===== config.mk =====
export PLATFORM = sky130hd
export DESIGN_NAME = cpu_top
export DESIGN_NICKNAME = d
export VERILOG_FILES = /design/src/cpu_pkg.sv /design/src/alu.sv /design/src/cpu_top.sv /design/src/datapath.sv /design/src/instr_decoder.sv /design/src/sequencer.sv
export VERILOG_INCLUDE_DIRS = /design/src
export SDC_FILE = /design/constraint.sdc
export NUM_CORES = 1
export LEC_CHECK = 0
export BUFFER_PORTS_ARGS = -buffer_cell sky130_fd_sc_hd__buf_4
export CAP_MARGIN = 15
export CORE_MARGIN = 10
export CORE_UTILIZATION = 55
export DETAILED_ROUTE_END_ITERATION = 10
export PLACE_DENSITY = 0.73
export SYNTH_ARGS = -nofsm -noshare
export SYNTH_HDL_FRONTEND = slang
export SYNTH_SLANG_ARGS = --single-unit

===== constraint.sdc =====
create_clock -name sys -period 14.25 [get_ports sys]
set_clock_uncertainty 0.05 [all_clocks]
set_input_delay 0.7125 -clock sys [delete_from_list [all_inputs] [get_ports sys]]
set_output_delay 0.7125 -clock sys [all_outputs]
set_load 0.02 [all_outputs]

===== src/cpu_defines.svh =====
`ifndef CPU_DEFINES_SVH
`define CPU_DEFINES_SVH

// Datapath width
`define CPU_DW 8

// Low byte of the reset vector, high byte follows
`define CPU_RESET_VEC 16'hFFFC

// Bit positions in P
`define STATUS_C 0
`define STATUS_Z 1
`define STATUS_V 6
`define STATUS_N 7

`endif


===== src/cpu_pkg.sv =====
package cpu_pkg;

	// Reduced instruction set, ILL for anything unknown
	typedef enum logic [4:0] {
		LDA, LDX, STA, STX,
		ADC, SBC, AND, ORA, EOR,
		INX, DEX, TAX, TXA,
		CLC, SEC, INC,
		BEQ, BNE, BCC, BCS,
		JMP, ILL
	} opcode_e;

	typedef enum logic [2:0] {Imp, Imm, Zp, Abs, Rel} addr_mode_e;

	typedef enum logic [3:0] {
		Fetch, Decode, Execute, WriteBack,
		JumpL, JumpH, ReadH,
		Branch, BranchOVF
	} seq_state_e;

	typedef enum logic [2:0] {
		ALU_TXA, ALU_TXB, ALU_ADD, ALU_SUB,
		ALU_AND, ALU_ORA, ALU_EOR
	} alu_func_e;

	// A side constant is zero
	typedef enum logic [2:0] {
		SRCA_CON, SRCA_ACC, SRCA_X, SRCA_DL,
		SRCA_PCL, SRCA_PCH, SRCA_ADH
	} src_a_e;

	// B side constant is one
	typedef enum logic [1:0] {SRCB_BUS, SRCB_CON, SRCB_DL} src_b_e;

	typedef enum logic [2:0] {
		DST_NONE, DST_BUS, DST_ACC, DST_X,
		DST_ADL, DST_ADH, DST_PCL, DST_PCH
	} dst_e;

endpackage


===== src/alu.sv =====
`timescale 1ns/1ns
`include "cpu_defines.svh"

module alu (
	input  cpu_pkg::alu_func_e func_i,
	input  logic [`CPU_DW-1:0] a_i,
	input  logic [`CPU_DW-1:0] b_i,
	input  logic               cin_i,
	output logic [`CPU_DW-1:0] y_o,
	output logic               cout_o,
	output logic               zero_o,
	output logic               sign_o,
	output logic               ovf_o
);
	import cpu_pkg::*;

	logic [`CPU_DW-1:0] b_op;
	logic [`CPU_DW:0]   sum;

	assign b_op = (func_i == ALU_SUB) ? ~b_i : b_i;	// Borrow is inverted carry
	assign sum = {1'b0, a_i} + {1'b0, b_op} + {{`CPU_DW{1'b0}}, cin_i};

	always_comb begin
		cout_o = 1'b0;
		ovf_o = 1'b0;
		case (func_i)
			ALU_TXA: y_o = a_i;
			ALU_TXB: y_o = b_i;
			ALU_ADD, ALU_SUB: begin
				y_o = sum[`CPU_DW-1:0];
				cout_o = sum[`CPU_DW];
				// Same operand signs but a different result sign
				ovf_o = (a_i[`CPU_DW-1] == b_op[`CPU_DW-1]) &&
					(y_o[`CPU_DW-1] != a_i[`CPU_DW-1]);
			end
			ALU_AND: y_o = a_i & b_i;
			ALU_ORA: y_o = a_i | b_i;
			default: y_o = a_i ^ b_i;
		endcase
	end

	assign zero_o = (y_o == '0);
	assign sign_o = y_o[`CPU_DW-1];

endmodule


===== src/cpu_top.sv =====
`timescale 1ns/1ns
`include "cpu_defines.svh"

module cpu_top (
	input  logic               sys,
	input  logic               rst_n_i,
	input  logic               rdy_i,
	input  logic [`CPU_DW-1:0] data_i,
	output logic [15:0]        addr_o,
	output logic [`CPU_DW-1:0] data_o,
	output logic               we_o
);
	import cpu_pkg::*;

	opcode_e            opcode;
	addr_mode_e         mode;
	alu_func_e          alu_func;
	src_a_e             src_a;
	src_b_e             src_b;
	dst_e               dst;
	logic               pc_addr_oe, ad_addr_oe, pc_inc, pc_load, ins_we, alu_cinclr;
	logic [`CPU_DW-1:0] p_mask, p_set, p_clr;
	logic [`CPU_DW-1:0] ir, p, alu_a, alu_b, alu_y;
	logic               alu_cin, alu_cout, alu_zero, alu_sign, alu_ovf, dl_sign;

	instr_decoder u_dec (.ir_i(ir), .opcode_o(opcode), .mode_o(mode));

	sequencer u_seq (
		.sys(sys), .rst_n_i(rst_n_i), .rdy_i(rdy_i),
		.opcode_i(opcode), .mode_i(mode), .p_i(p),
		.dl_sign_i(dl_sign), .alu_cout_i(alu_cout),
		.we_o(we_o), .pc_addr_oe_o(pc_addr_oe), .ad_addr_oe_o(ad_addr_oe),
		.pc_inc_o(pc_inc), .pc_load_o(pc_load), .ins_we_o(ins_we),
		.alu_cinclr_o(alu_cinclr), .alu_func_o(alu_func),
		.src_a_o(src_a), .src_b_o(src_b), .dst_o(dst),
		.p_mask_o(p_mask), .p_set_o(p_set), .p_clr_o(p_clr)
	);

	alu u_alu (
		.func_i(alu_func), .a_i(alu_a), .b_i(alu_b), .cin_i(alu_cin),
		.y_o(alu_y), .cout_o(alu_cout), .zero_o(alu_zero),
		.sign_o(alu_sign), .ovf_o(alu_ovf)
	);

	datapath u_dp (
		.sys(sys), .rst_n_i(rst_n_i), .rdy_i(rdy_i),
		.pc_addr_oe_i(pc_addr_oe), .ad_addr_oe_i(ad_addr_oe),
		.pc_inc_i(pc_inc), .pc_load_i(pc_load), .ins_we_i(ins_we),
		.alu_cinclr_i(alu_cinclr), .alu_func_i(alu_func),
		.src_a_i(src_a), .src_b_i(src_b), .dst_i(dst),
		.p_mask_i(p_mask), .p_set_i(p_set), .p_clr_i(p_clr),
		.alu_y_i(alu_y), .alu_cout_i(alu_cout), .alu_zero_i(alu_zero),
		.alu_sign_i(alu_sign), .alu_ovf_i(alu_ovf), .data_i(data_i),
		.alu_a_o(alu_a), .alu_b_o(alu_b), .alu_cin_o(alu_cin),
		.ir_o(ir), .p_o(p), .dl_sign_o(dl_sign),
		.addr_o(addr_o), .data_o(data_o)
	);

endmodule


===== src/datapath.sv =====
`timescale 1ns/1ns
`include "cpu_defines.svh"

module datapath (
	input  logic               sys,
	input  logic               rst_n_i,
	input  logic               rdy_i,
	input  logic               pc_addr_oe_i,
	input  logic               ad_addr_oe_i,
	input  logic               pc_inc_i,
	input  logic               pc_load_i,
	input  logic               ins_we_i,
	input  logic               alu_cinclr_i,
	input  cpu_pkg::alu_func_e alu_func_i,
	input  cpu_pkg::src_a_e    src_a_i,
	input  cpu_pkg::src_b_e    src_b_i,
	input  cpu_pkg::dst_e      dst_i,
	input  logic [`CPU_DW-1:0] p_mask_i,
	input  logic [`CPU_DW-1:0] p_set_i,
	input  logic [`CPU_DW-1:0] p_clr_i,
	input  logic [`CPU_DW-1:0] alu_y_i,
	input  logic               alu_cout_i,
	input  logic               alu_zero_i,
	input  logic               alu_sign_i,
	input  logic               alu_ovf_i,
	input  logic [`CPU_DW-1:0] data_i,
	output logic [`CPU_DW-1:0] alu_a_o,
	output logic [`CPU_DW-1:0] alu_b_o,
	output logic               alu_cin_o,
	output logic [`CPU_DW-1:0] ir_o,
	output logic [`CPU_DW-1:0] p_o,
	output logic               dl_sign_o,
	output logic [15:0]        addr_o,
	output logic [`CPU_DW-1:0] data_o
);
	import cpu_pkg::*;

	logic [15:0]        pc;
	logic [`CPU_DW-1:0] acc, x, p, adl, adh, dl, ir;
	logic [`CPU_DW-1:0] adl_next, adh_next;
	logic [`CPU_DW-1:0] flags;

	// A jump loads the address byte written in the same cycle
	assign adl_next = (dst_i == DST_ADL) ? alu_y_i : adl;
	assign adh_next = (dst_i == DST_ADH) ? alu_y_i : adh;

	always_comb begin
		flags = '0;
		flags[`STATUS_C] = alu_cout_i;
		flags[`STATUS_Z] = alu_zero_i;
		flags[`STATUS_V] = alu_ovf_i;
		flags[`STATUS_N] = alu_sign_i;
	end

	always_ff @(posedge sys or negedge rst_n_i) begin
		if (!rst_n_i) begin
			pc <= `CPU_RESET_VEC;
			p <= '0;
			ir <= '0;
		end else if (rdy_i) begin
			if (pc_load_i)
				pc <= {adh_next, adl_next};
			else if (pc_inc_i)
				pc <= pc + 16'd1;
			else if (dst_i == DST_PCL)
				pc[7:0] <= alu_y_i;
			else if (dst_i == DST_PCH)
				pc[15:8] <= alu_y_i;
			p <= ((p & ~p_mask_i) | (flags & p_mask_i) | p_set_i) & ~p_clr_i;
			if (ins_we_i)
				ir <= data_i;
		end
	end

	always_ff @(posedge sys) begin
		if (rdy_i) begin
			dl <= data_i;	// Read data of every completed cycle
			adl <= adl_next;
			adh <= adh_next;
			if (dst_i == DST_ACC)
				acc <= alu_y_i;
			if (dst_i == DST_X)
				x <= alu_y_i;
		end
	end

	always_comb begin
		case (src_a_i)
			SRCA_ACC: alu_a_o = acc;
			SRCA_X:   alu_a_o = x;
			SRCA_DL:  alu_a_o = dl;
			SRCA_PCL: alu_a_o = pc[7:0];
			SRCA_PCH: alu_a_o = pc[15:8];
			SRCA_ADH: alu_a_o = adh;
			default:  alu_a_o = '0;
		endcase
		case (src_b_i)
			SRCB_CON: alu_b_o = {{(`CPU_DW-1){1'b0}}, 1'b1};
			SRCB_DL:  alu_b_o = dl;
			default:  alu_b_o = data_i;
		endcase
	end

	assign alu_cin_o = alu_cinclr_i ? (alu_func_i == ALU_SUB) : p[`STATUS_C];
	assign addr_o = (ad_addr_oe_i && !pc_addr_oe_i) ? {adh, adl} : pc;	// PC by default
	assign data_o = (dst_i == DST_BUS) ? alu_y_i : '0;
	assign dl_sign_o = dl[`CPU_DW-1];
	assign ir_o = ir;
	assign p_o = p;

	a_pc_src: assert property (@(posedge sys) disable iff (!rst_n_i)
		!(pc_inc_i && pc_load_i));

endmodule


===== src/instr_decoder.sv =====
`timescale 1ns/1ns
`include "cpu_defines.svh"

module instr_decoder (
	input  logic [`CPU_DW-1:0]  ir_i,
	output cpu_pkg::opcode_e    opcode_o,
	output cpu_pkg::addr_mode_e mode_o
);
	import cpu_pkg::*;

	always_comb begin
		case (ir_i)
			8'hA9, 8'hA5, 8'hAD: opcode_o = LDA;
			8'hA2, 8'hA6, 8'hAE: opcode_o = LDX;
			8'h85, 8'h8D:        opcode_o = STA;
			8'h86, 8'h8E:        opcode_o = STX;
			8'h69, 8'h65, 8'h6D: opcode_o = ADC;
			8'hE9, 8'hE5, 8'hED: opcode_o = SBC;
			8'h29, 8'h25, 8'h2D: opcode_o = AND;
			8'h09, 8'h05, 8'h0D: opcode_o = ORA;
			8'h49, 8'h45, 8'h4D: opcode_o = EOR;
			8'hE8:               opcode_o = INX;
			8'hCA:               opcode_o = DEX;
			8'hAA:               opcode_o = TAX;
			8'h8A:               opcode_o = TXA;
			8'h18:               opcode_o = CLC;
			8'h38:               opcode_o = SEC;
			8'hE6, 8'hEE:        opcode_o = INC;
			8'hF0:               opcode_o = BEQ;
			8'hD0:               opcode_o = BNE;
			8'h90:               opcode_o = BCC;
			8'hB0:               opcode_o = BCS;
			8'h4C:               opcode_o = JMP;
			default:             opcode_o = ILL;
		endcase
	end

	// Only bytes of the kept set get a mode other than implied
	always_comb begin
		case (ir_i)
			8'h09, 8'h29, 8'h49, 8'h69,
			8'hA9, 8'hE9, 8'hA2:        mode_o = Imm;
			8'h05, 8'h25, 8'h45, 8'h65,
			8'h85, 8'h86, 8'hA5, 8'hA6,
			8'hE5, 8'hE6:               mode_o = Zp;
			8'h0D, 8'h2D, 8'h4C, 8'h4D,
			8'h6D, 8'h8D, 8'h8E, 8'hAD,
			8'hAE, 8'hED, 8'hEE:        mode_o = Abs;
			8'h90, 8'hB0, 8'hD0, 8'hF0: mode_o = Rel;
			default:                    mode_o = Imp;
		endcase
	end

endmodule


===== src/sequencer.sv =====
`timescale 1ns/1ns
`include "cpu_defines.svh"

module sequencer (
	input  logic                sys,
	input  logic                rst_n_i,
	input  logic                rdy_i,
	input  cpu_pkg::opcode_e    opcode_i,
	input  cpu_pkg::addr_mode_e mode_i,
	input  logic [`CPU_DW-1:0]  p_i,
	input  logic                dl_sign_i,
	input  logic                alu_cout_i,
	output logic                we_o,
	output logic                pc_addr_oe_o,
	output logic                ad_addr_oe_o,
	output logic                pc_inc_o,
	output logic                pc_load_o,
	output logic                ins_we_o,
	output logic                alu_cinclr_o,
	output cpu_pkg::alu_func_e  alu_func_o,
	output cpu_pkg::src_a_e     src_a_o,
	output cpu_pkg::src_b_e     src_b_o,
	output cpu_pkg::dst_e       dst_o,
	output logic [`CPU_DW-1:0]  p_mask_o,
	output logic [`CPU_DW-1:0]  p_set_o,
	output logic [`CPU_DW-1:0]  p_clr_o
);
	import cpu_pkg::*;

	seq_state_e state, state_next;
	logic alu_cout_prev;	// Carry out of the PCL add
	logic branch;
	logic execute;
	logic nz;

	always_ff @(posedge sys or negedge rst_n_i) begin
		if (!rst_n_i) begin
			state <= JumpL;
			alu_cout_prev <= 1'b0;
		end else if (rdy_i) begin
			state <= state_next;
			alu_cout_prev <= alu_cout_i;
		end
	end

	always_comb begin
		case (opcode_i)
			BCC:     branch = ~p_i[`STATUS_C];
			BCS:     branch = p_i[`STATUS_C];
			BNE:     branch = ~p_i[`STATUS_Z];
			BEQ:     branch = p_i[`STATUS_Z];
			default: branch = 1'b0;
		endcase
	end

	always_comb begin
		we_o = 1'b0;
		pc_addr_oe_o = 1'b0;
		ad_addr_oe_o = 1'b0;
		pc_inc_o = 1'b0;
		pc_load_o = 1'b0;
		ins_we_o = 1'b0;
		alu_cinclr_o = 1'b0;
		alu_func_o = ALU_TXB;
		src_a_o = SRCA_CON;
		src_b_o = SRCB_BUS;
		dst_o = DST_NONE;
		p_mask_o = '0;
		p_set_o = '0;
		p_clr_o = '0;
		execute = 1'b0;
		nz = 1'b0;
		state_next = state;

		case (state)
			Fetch: begin
				pc_addr_oe_o = 1'b1;
				pc_inc_o = 1'b1;
				ins_we_o = 1'b1;
				alu_func_o = ALU_TXA;	// Zero page for ADH
				dst_o = DST_ADH;
				state_next = Decode;
			end
			Decode: begin
				pc_addr_oe_o = 1'b1;
				pc_inc_o = 1'b1;
				case (mode_i)
					Imp, Imm: begin
						pc_inc_o = (mode_i == Imm);
						execute = 1'b1;
						state_next = Fetch;
					end
					Zp, Abs: begin
						dst_o = DST_ADL;	// Operand low byte
						state_next = (mode_i == Zp) ? Execute : ReadH;
					end
					Rel: begin
						if (branch) begin
							pc_inc_o = 1'b0;
							alu_func_o = ALU_ADD;	// PCL + offset
							alu_cinclr_o = 1'b1;
							src_a_o = SRCA_PCL;
							dst_o = DST_PCL;
							state_next = Branch;
						end else begin
							state_next = Fetch;
						end
					end
					default: state_next = Fetch;
				endcase
			end
			ReadH: begin
				pc_addr_oe_o = 1'b1;
				dst_o = DST_ADH;	// Operand high byte
				if (opcode_i == JMP) begin
					pc_load_o = 1'b1;
					state_next = Fetch;
				end else begin
					pc_inc_o = 1'b1;
					state_next = Execute;
				end
			end
			Execute: begin
				ad_addr_oe_o = 1'b1;
				execute = (opcode_i != INC);
				state_next = (opcode_i == INC) ? WriteBack : Fetch;
			end
			WriteBack: begin
				ad_addr_oe_o = 1'b1;
				we_o = 1'b1;
				execute = 1'b1;
				state_next = Fetch;
			end
			Branch: begin
				pc_addr_oe_o = 1'b1;
				alu_func_o = dl_sign_i ? ALU_SUB : ALU_ADD;	// PCH fix up by one
				alu_cinclr_o = 1'b1;
				src_a_o = SRCA_PCH;
				src_b_o = SRCB_CON;
				// Page crossed when carry and offset sign disagree
				if (alu_cout_prev ^ dl_sign_i) begin
					dst_o = DST_PCH;
					state_next = BranchOVF;
				end else begin
					pc_inc_o = 1'b1;
					state_next = Fetch;
				end
			end
			BranchOVF: begin
				pc_addr_oe_o = 1'b1;
				pc_inc_o = 1'b1;
				state_next = Fetch;
			end
			JumpL: begin
				pc_addr_oe_o = 1'b1;
				pc_inc_o = 1'b1;
				dst_o = DST_ADL;	// Vector low byte
				state_next = JumpH;
			end
			JumpH: begin
				pc_addr_oe_o = 1'b1;
				pc_load_o = 1'b1;
				dst_o = DST_ADH;
				state_next = Fetch;
			end
			default: state_next = JumpL;
		endcase

		// Operation specific steering on top of the sequence
		if (execute) begin
			nz = 1'b1;
			case (opcode_i)
				LDA: dst_o = DST_ACC;	// BUS to ACC
				LDX: dst_o = DST_X;
				STA, STX: begin
					alu_func_o = ALU_TXA;
					src_a_o = (opcode_i == STA) ? SRCA_ACC : SRCA_X;
					dst_o = DST_BUS;
					we_o = 1'b1;
					nz = 1'b0;
				end
				ADC, SBC, AND, ORA, EOR: begin
					src_a_o = SRCA_ACC;	// ACC op BUS to ACC
					dst_o = DST_ACC;
					p_mask_o[`STATUS_C] = (opcode_i == ADC) || (opcode_i == SBC);
					p_mask_o[`STATUS_V] = (opcode_i == ADC) || (opcode_i == SBC);
					case (opcode_i)
						ADC:     alu_func_o = ALU_ADD;
						SBC:     alu_func_o = ALU_SUB;
						AND:     alu_func_o = ALU_AND;
						ORA:     alu_func_o = ALU_ORA;
						default: alu_func_o = ALU_EOR;
					endcase
				end
				INX, DEX: begin
					alu_func_o = (opcode_i == INX) ? ALU_ADD : ALU_SUB;
					alu_cinclr_o = 1'b1;
					src_a_o = SRCA_X;
					src_b_o = SRCB_CON;
					dst_o = DST_X;
				end
				INC: begin
					alu_func_o = ALU_ADD;	// DL + 1 onto the bus
					alu_cinclr_o = 1'b1;
					src_a_o = SRCA_DL;
					src_b_o = SRCB_CON;
					dst_o = DST_BUS;
				end
				TAX, TXA: begin
					alu_func_o = ALU_TXA;
					src_a_o = (opcode_i == TAX) ? SRCA_ACC : SRCA_X;
					dst_o = (opcode_i == TAX) ? DST_X : DST_ACC;
				end
				CLC: begin
					p_clr_o[`STATUS_C] = 1'b1;
					nz = 1'b0;
				end
				SEC: begin
					p_set_o[`STATUS_C] = 1'b1;
					nz = 1'b0;
				end
				default: nz = 1'b0;
			endcase
			p_mask_o[`STATUS_N] = nz;
			p_mask_o[`STATUS_Z] = nz;
		end
	end

	a_pc_excl: assert property (@(posedge sys) disable iff (!rst_n_i)
		!(pc_inc_o && pc_load_o));

	// Every write goes to the operand address
	a_we_addr: assert property (@(posedge sys) disable iff (!rst_n_i)
		we_o |-> ad_addr_oe_o);

	a_state_known: assert property (@(posedge sys) disable iff (!rst_n_i)
		!$isunknown(state));

endmodule


==> metrics.txt <==
CTS tree=built; WHS=266 ps; syn_nets=732; final setup fails=0; GR Overflow Total=0; crit path time final=between 7000 and 8000 ps; register area share after synthesis=0.322; Port Buffers=35; critical setup path kind=reg -> out; post-route insts no fill=between 800 and 900; layout cells sized above 1=0.205; total negative slack=0 ps; Avg WL per Cell=between 20 and 25 um; Clock Sink Count=71; initial core utilization=0.567; Final Hold Fails=0; count of final max-slew check failures=0; Arrival @ worst endpoint=6830 ps; top post-synthesis cells by area=edfxtp_1, mux2_2, dfrtp_1; GR peak layer=met2; Worst-Margin Slew=1030 ps; die extent in x=126 um; routing usage on met1=0.314; Setup crit end kind=primary output; vias per cell=6.77; final WL=18700 um; 1st-pass router iterations=6; vias in the first global route=5296; Post-synth EDFFs=40; Final Cycle Share=0.533; Final ANT Viol Nets=0; Site Rows=38; Switching Fraction=0.481; register share of total power=0.301; worst path required time=between 10000 and 15000 ps; H-Tree Level Count=3; clock root buffer master=clkbuf_16; Die Area=~0.016 mm2; max_cap viols=0; count of cell types in the netlist=93; vias=5760; ys async rst share=0.437; initial antenna violation count=0; synthesized area=0.00620 mm2; drt drc=0; Psw=between 700 and 800 uW; Fmax=around 130 MHz; I/O pins=36; Die Y=around 130 um; post-synthesis cell count=697; Critical Path Fanout Max=32; Clk pin slew, worst setup/hold paths=60 ps; clock group share of total power=0.136; RSZ-0062 raised after global routing=false; Max IR drop VDD=between 0.1 and 0.15 mV; top cell type's share of synthesized area=0.194; yosys warns=0; gpl congestion=around 1; mean area per synthesized cell=between 8 and 9 um2; Layout area overhead=8.57%; Iter 0 DRT Violations=937; Hold Path Class=in -> async; Setup Fix Bufs, Post-CTS=0; cts hold-fix bufs=0; commonest non-fill, non-tap cell in the layout=nand2_1; grt met3 use=0.0302; leading area contributor after synthesis=edfxtp_1; relative slew slack=0.311; Worst-Skew Late Latency=340 ps; top_reg_cell synth=edfxtp_1; Resized cells post-CTS=0; DP HPWL=13600 um; Power Density=225 mW/mm2; CTS max path bufs=2; startpoint class of the critical path=flop; internal power=786 uW; most frequent cells in the layout=nand2_1, nor2_1, o21ai_0, buf_4, edfxtp_1; outcome=complete, no violations; combinational share of power=0.563; CTS buffer count=9; Leakage Power=2.67 nW; first-pass GRT wire length=30000 um; placed insts=~840; Post-DP Area=approximately 0.0065 mm2; met2 GRT Util=0.355; total core area=0.0109 mm2; diode count=0; post-route design area=slightly below 0.007 mm2; Layout Nets=741; largest net degree at the start of global routing=37; # fillers=988; overall global routing resource usage=0.228; Synth Register Bits=71
-- power by group through the flow --
stage	registers, mW	logic [mW]	clock network (mW)
6_report	0.456	0.852	0.207
5_1_grt	0.469	0.929	0.218
4_1_cts	0.450	0.841	0.207
3_5_place_dp	0.453	0.835	0
3_3_place_gp	0.448	0.822	0
2_1_floorplan	0.371	0.694	0
-- final cells by class --
| cell class | count | area, um2 | area share |
|---|---|---|---|
| clock buffer | 10 | 229 | 0.0340 |
| clock inverter | 6 | 38.8 | 0.00576 |
| inverter | 33 | 124 | 0.0184 |
| multi-input combinational | 551 | 3870 | 0.575 |
| sequential | 71 | 2000 | 0.296 |
| tap | 140 | 175 | 0.0260 |
| timing repair buffer | 40 | 300 | 0.0446 |
-- layer usage --
metal / wire, um / vias to the layer above / share of wire
met3: 1500 / 41 / 0.080
met2: 8750 / 305 / 0.47
met4: 551 / 0 / 0.029
met1: 7900 / 2787 / 0.42
met5: 0 / - / 0
li1: - / 2627 / -
-- metrics by stage --
stage | setup WS (ps) | utilization | power, mW
4_1_cts | 6740 | 0.616 | 1.50
3_3_place_gp | 7430 | 0.592 | 1.27
6_report | 6650 | 0.616 | 1.51
3_5_place_dp | 7140 | 0.592 | 1.29
2_1_floorplan | 8040 | - | 1.07
5_1_grt | 6380 | 0.616 | 1.62
-- registers in the layout, indices dropped and copies added (netlist names), named ones only --
register / flops
u_dp.acc: 8
u_dp.ir_o: 8
u_dp.adh: 8
u_seq.alu_cout_prev: 1
u_dp.p_o: 1
u_dp.x: 8
u_dp.dl: 8
u_dp.pc: 16
u_dp.adl: 8
u_seq.state: 4
-- cell families (layout without fill, tap and decap cells) --
| logic type | Yosys count | after routing | share of synthesized area |
|---|---|---|---|
| AOI/OAI and AO/OA | 192 | 192 | 0.224 |
| xor gates and xnor gates | 21 | 21 | 0.0309 |
| adders and majority gates | 24 | 24 | 0.0508 |
| buffers and inverters | 75 | 89 | 0.0540 |
| DFF | 71 | 71 | 0.322 |
| muxes | 50 | 50 | 0.0926 |
| and+or+nand+nor | 264 | 264 | 0.226 |
-- cell usage after synthesis, types with 5 or more instances --
| cell | instances |
|---|---|
| dfrtp_1 | 16 |
| mux2_2 | 38 |
| or3_1 | 8 |
| o21a_1 | 6 |
| and3_1 | 14 |
| mux2i_1 | 9 |
| nor2_1 | 46 |
| o22ai_1 | 10 |
| o221ai_1 | 5 |
| inv_1 | 32 |
| dfstp_2 | 15 |
| a21oi_1 | 38 |
| nor3_1 | 12 |
| nand2b_1 | 9 |
| buf_2 | 10 |
| xnor2_1 | 15 |
| nor2_2 | 5 |
| ha_1 | 22 |
| o21ai_0 | 44 |
| nor4_1 | 8 |
| o21ai_1 | 10 |
| xor2_1 | 5 |
| a31oi_1 | 7 |
| nand3_1 | 30 |
| and2_1 | 17 |
| edfxtp_1 | 40 |
| nor2b_1 | 13 |
| a211oi_1 | 6 |
| nand2_1 | 68 |
| clkbuf_1 | 25 |
-- final timing paths --
| kind | start | end | cells after the start | slack (ps) |
|---|---|---|---|---|
| hold / removal | rst_n_i | u_dp.ir_o[7] | 1 | 270 |
| hold reg to reg | u_dp.pc[5] | u_dp.pc[5] | 2 | 470 |
| max in group asynchronous | rst_n_i | u_dp.pc[14] | 1 | 13530 |
| setup reg to reg | u_dp.ir_o[6] | u_dp.pc[14] | 19 | 7620 |
| setup / recovery | u_dp.ir_o[6] | data_o[6] | 19 | 6650 |
| min in group sys | u_dp.pc[5] | u_dp.pc[5] | 2 | 470 |
-- worst max-delay path, stage by stage, from the launching register on --
cell and delay, ps:
dfrtp_1 800, or4b_4 560, or4_4 560, o211ai_2 120, nor2_2 140, a2111oi_4 360
nor2_2 110, a22oi_2 250, buf_4 360, and2_1 450, xnor2_1 160, fa_1 500
fa_1 460, a311oi_1 260, a221oi_1 150, nand3_1 130, xor2_1 80, o31ai_2 640
and2_1 240, buf_4 140
(Power assumes the default switching activity.)
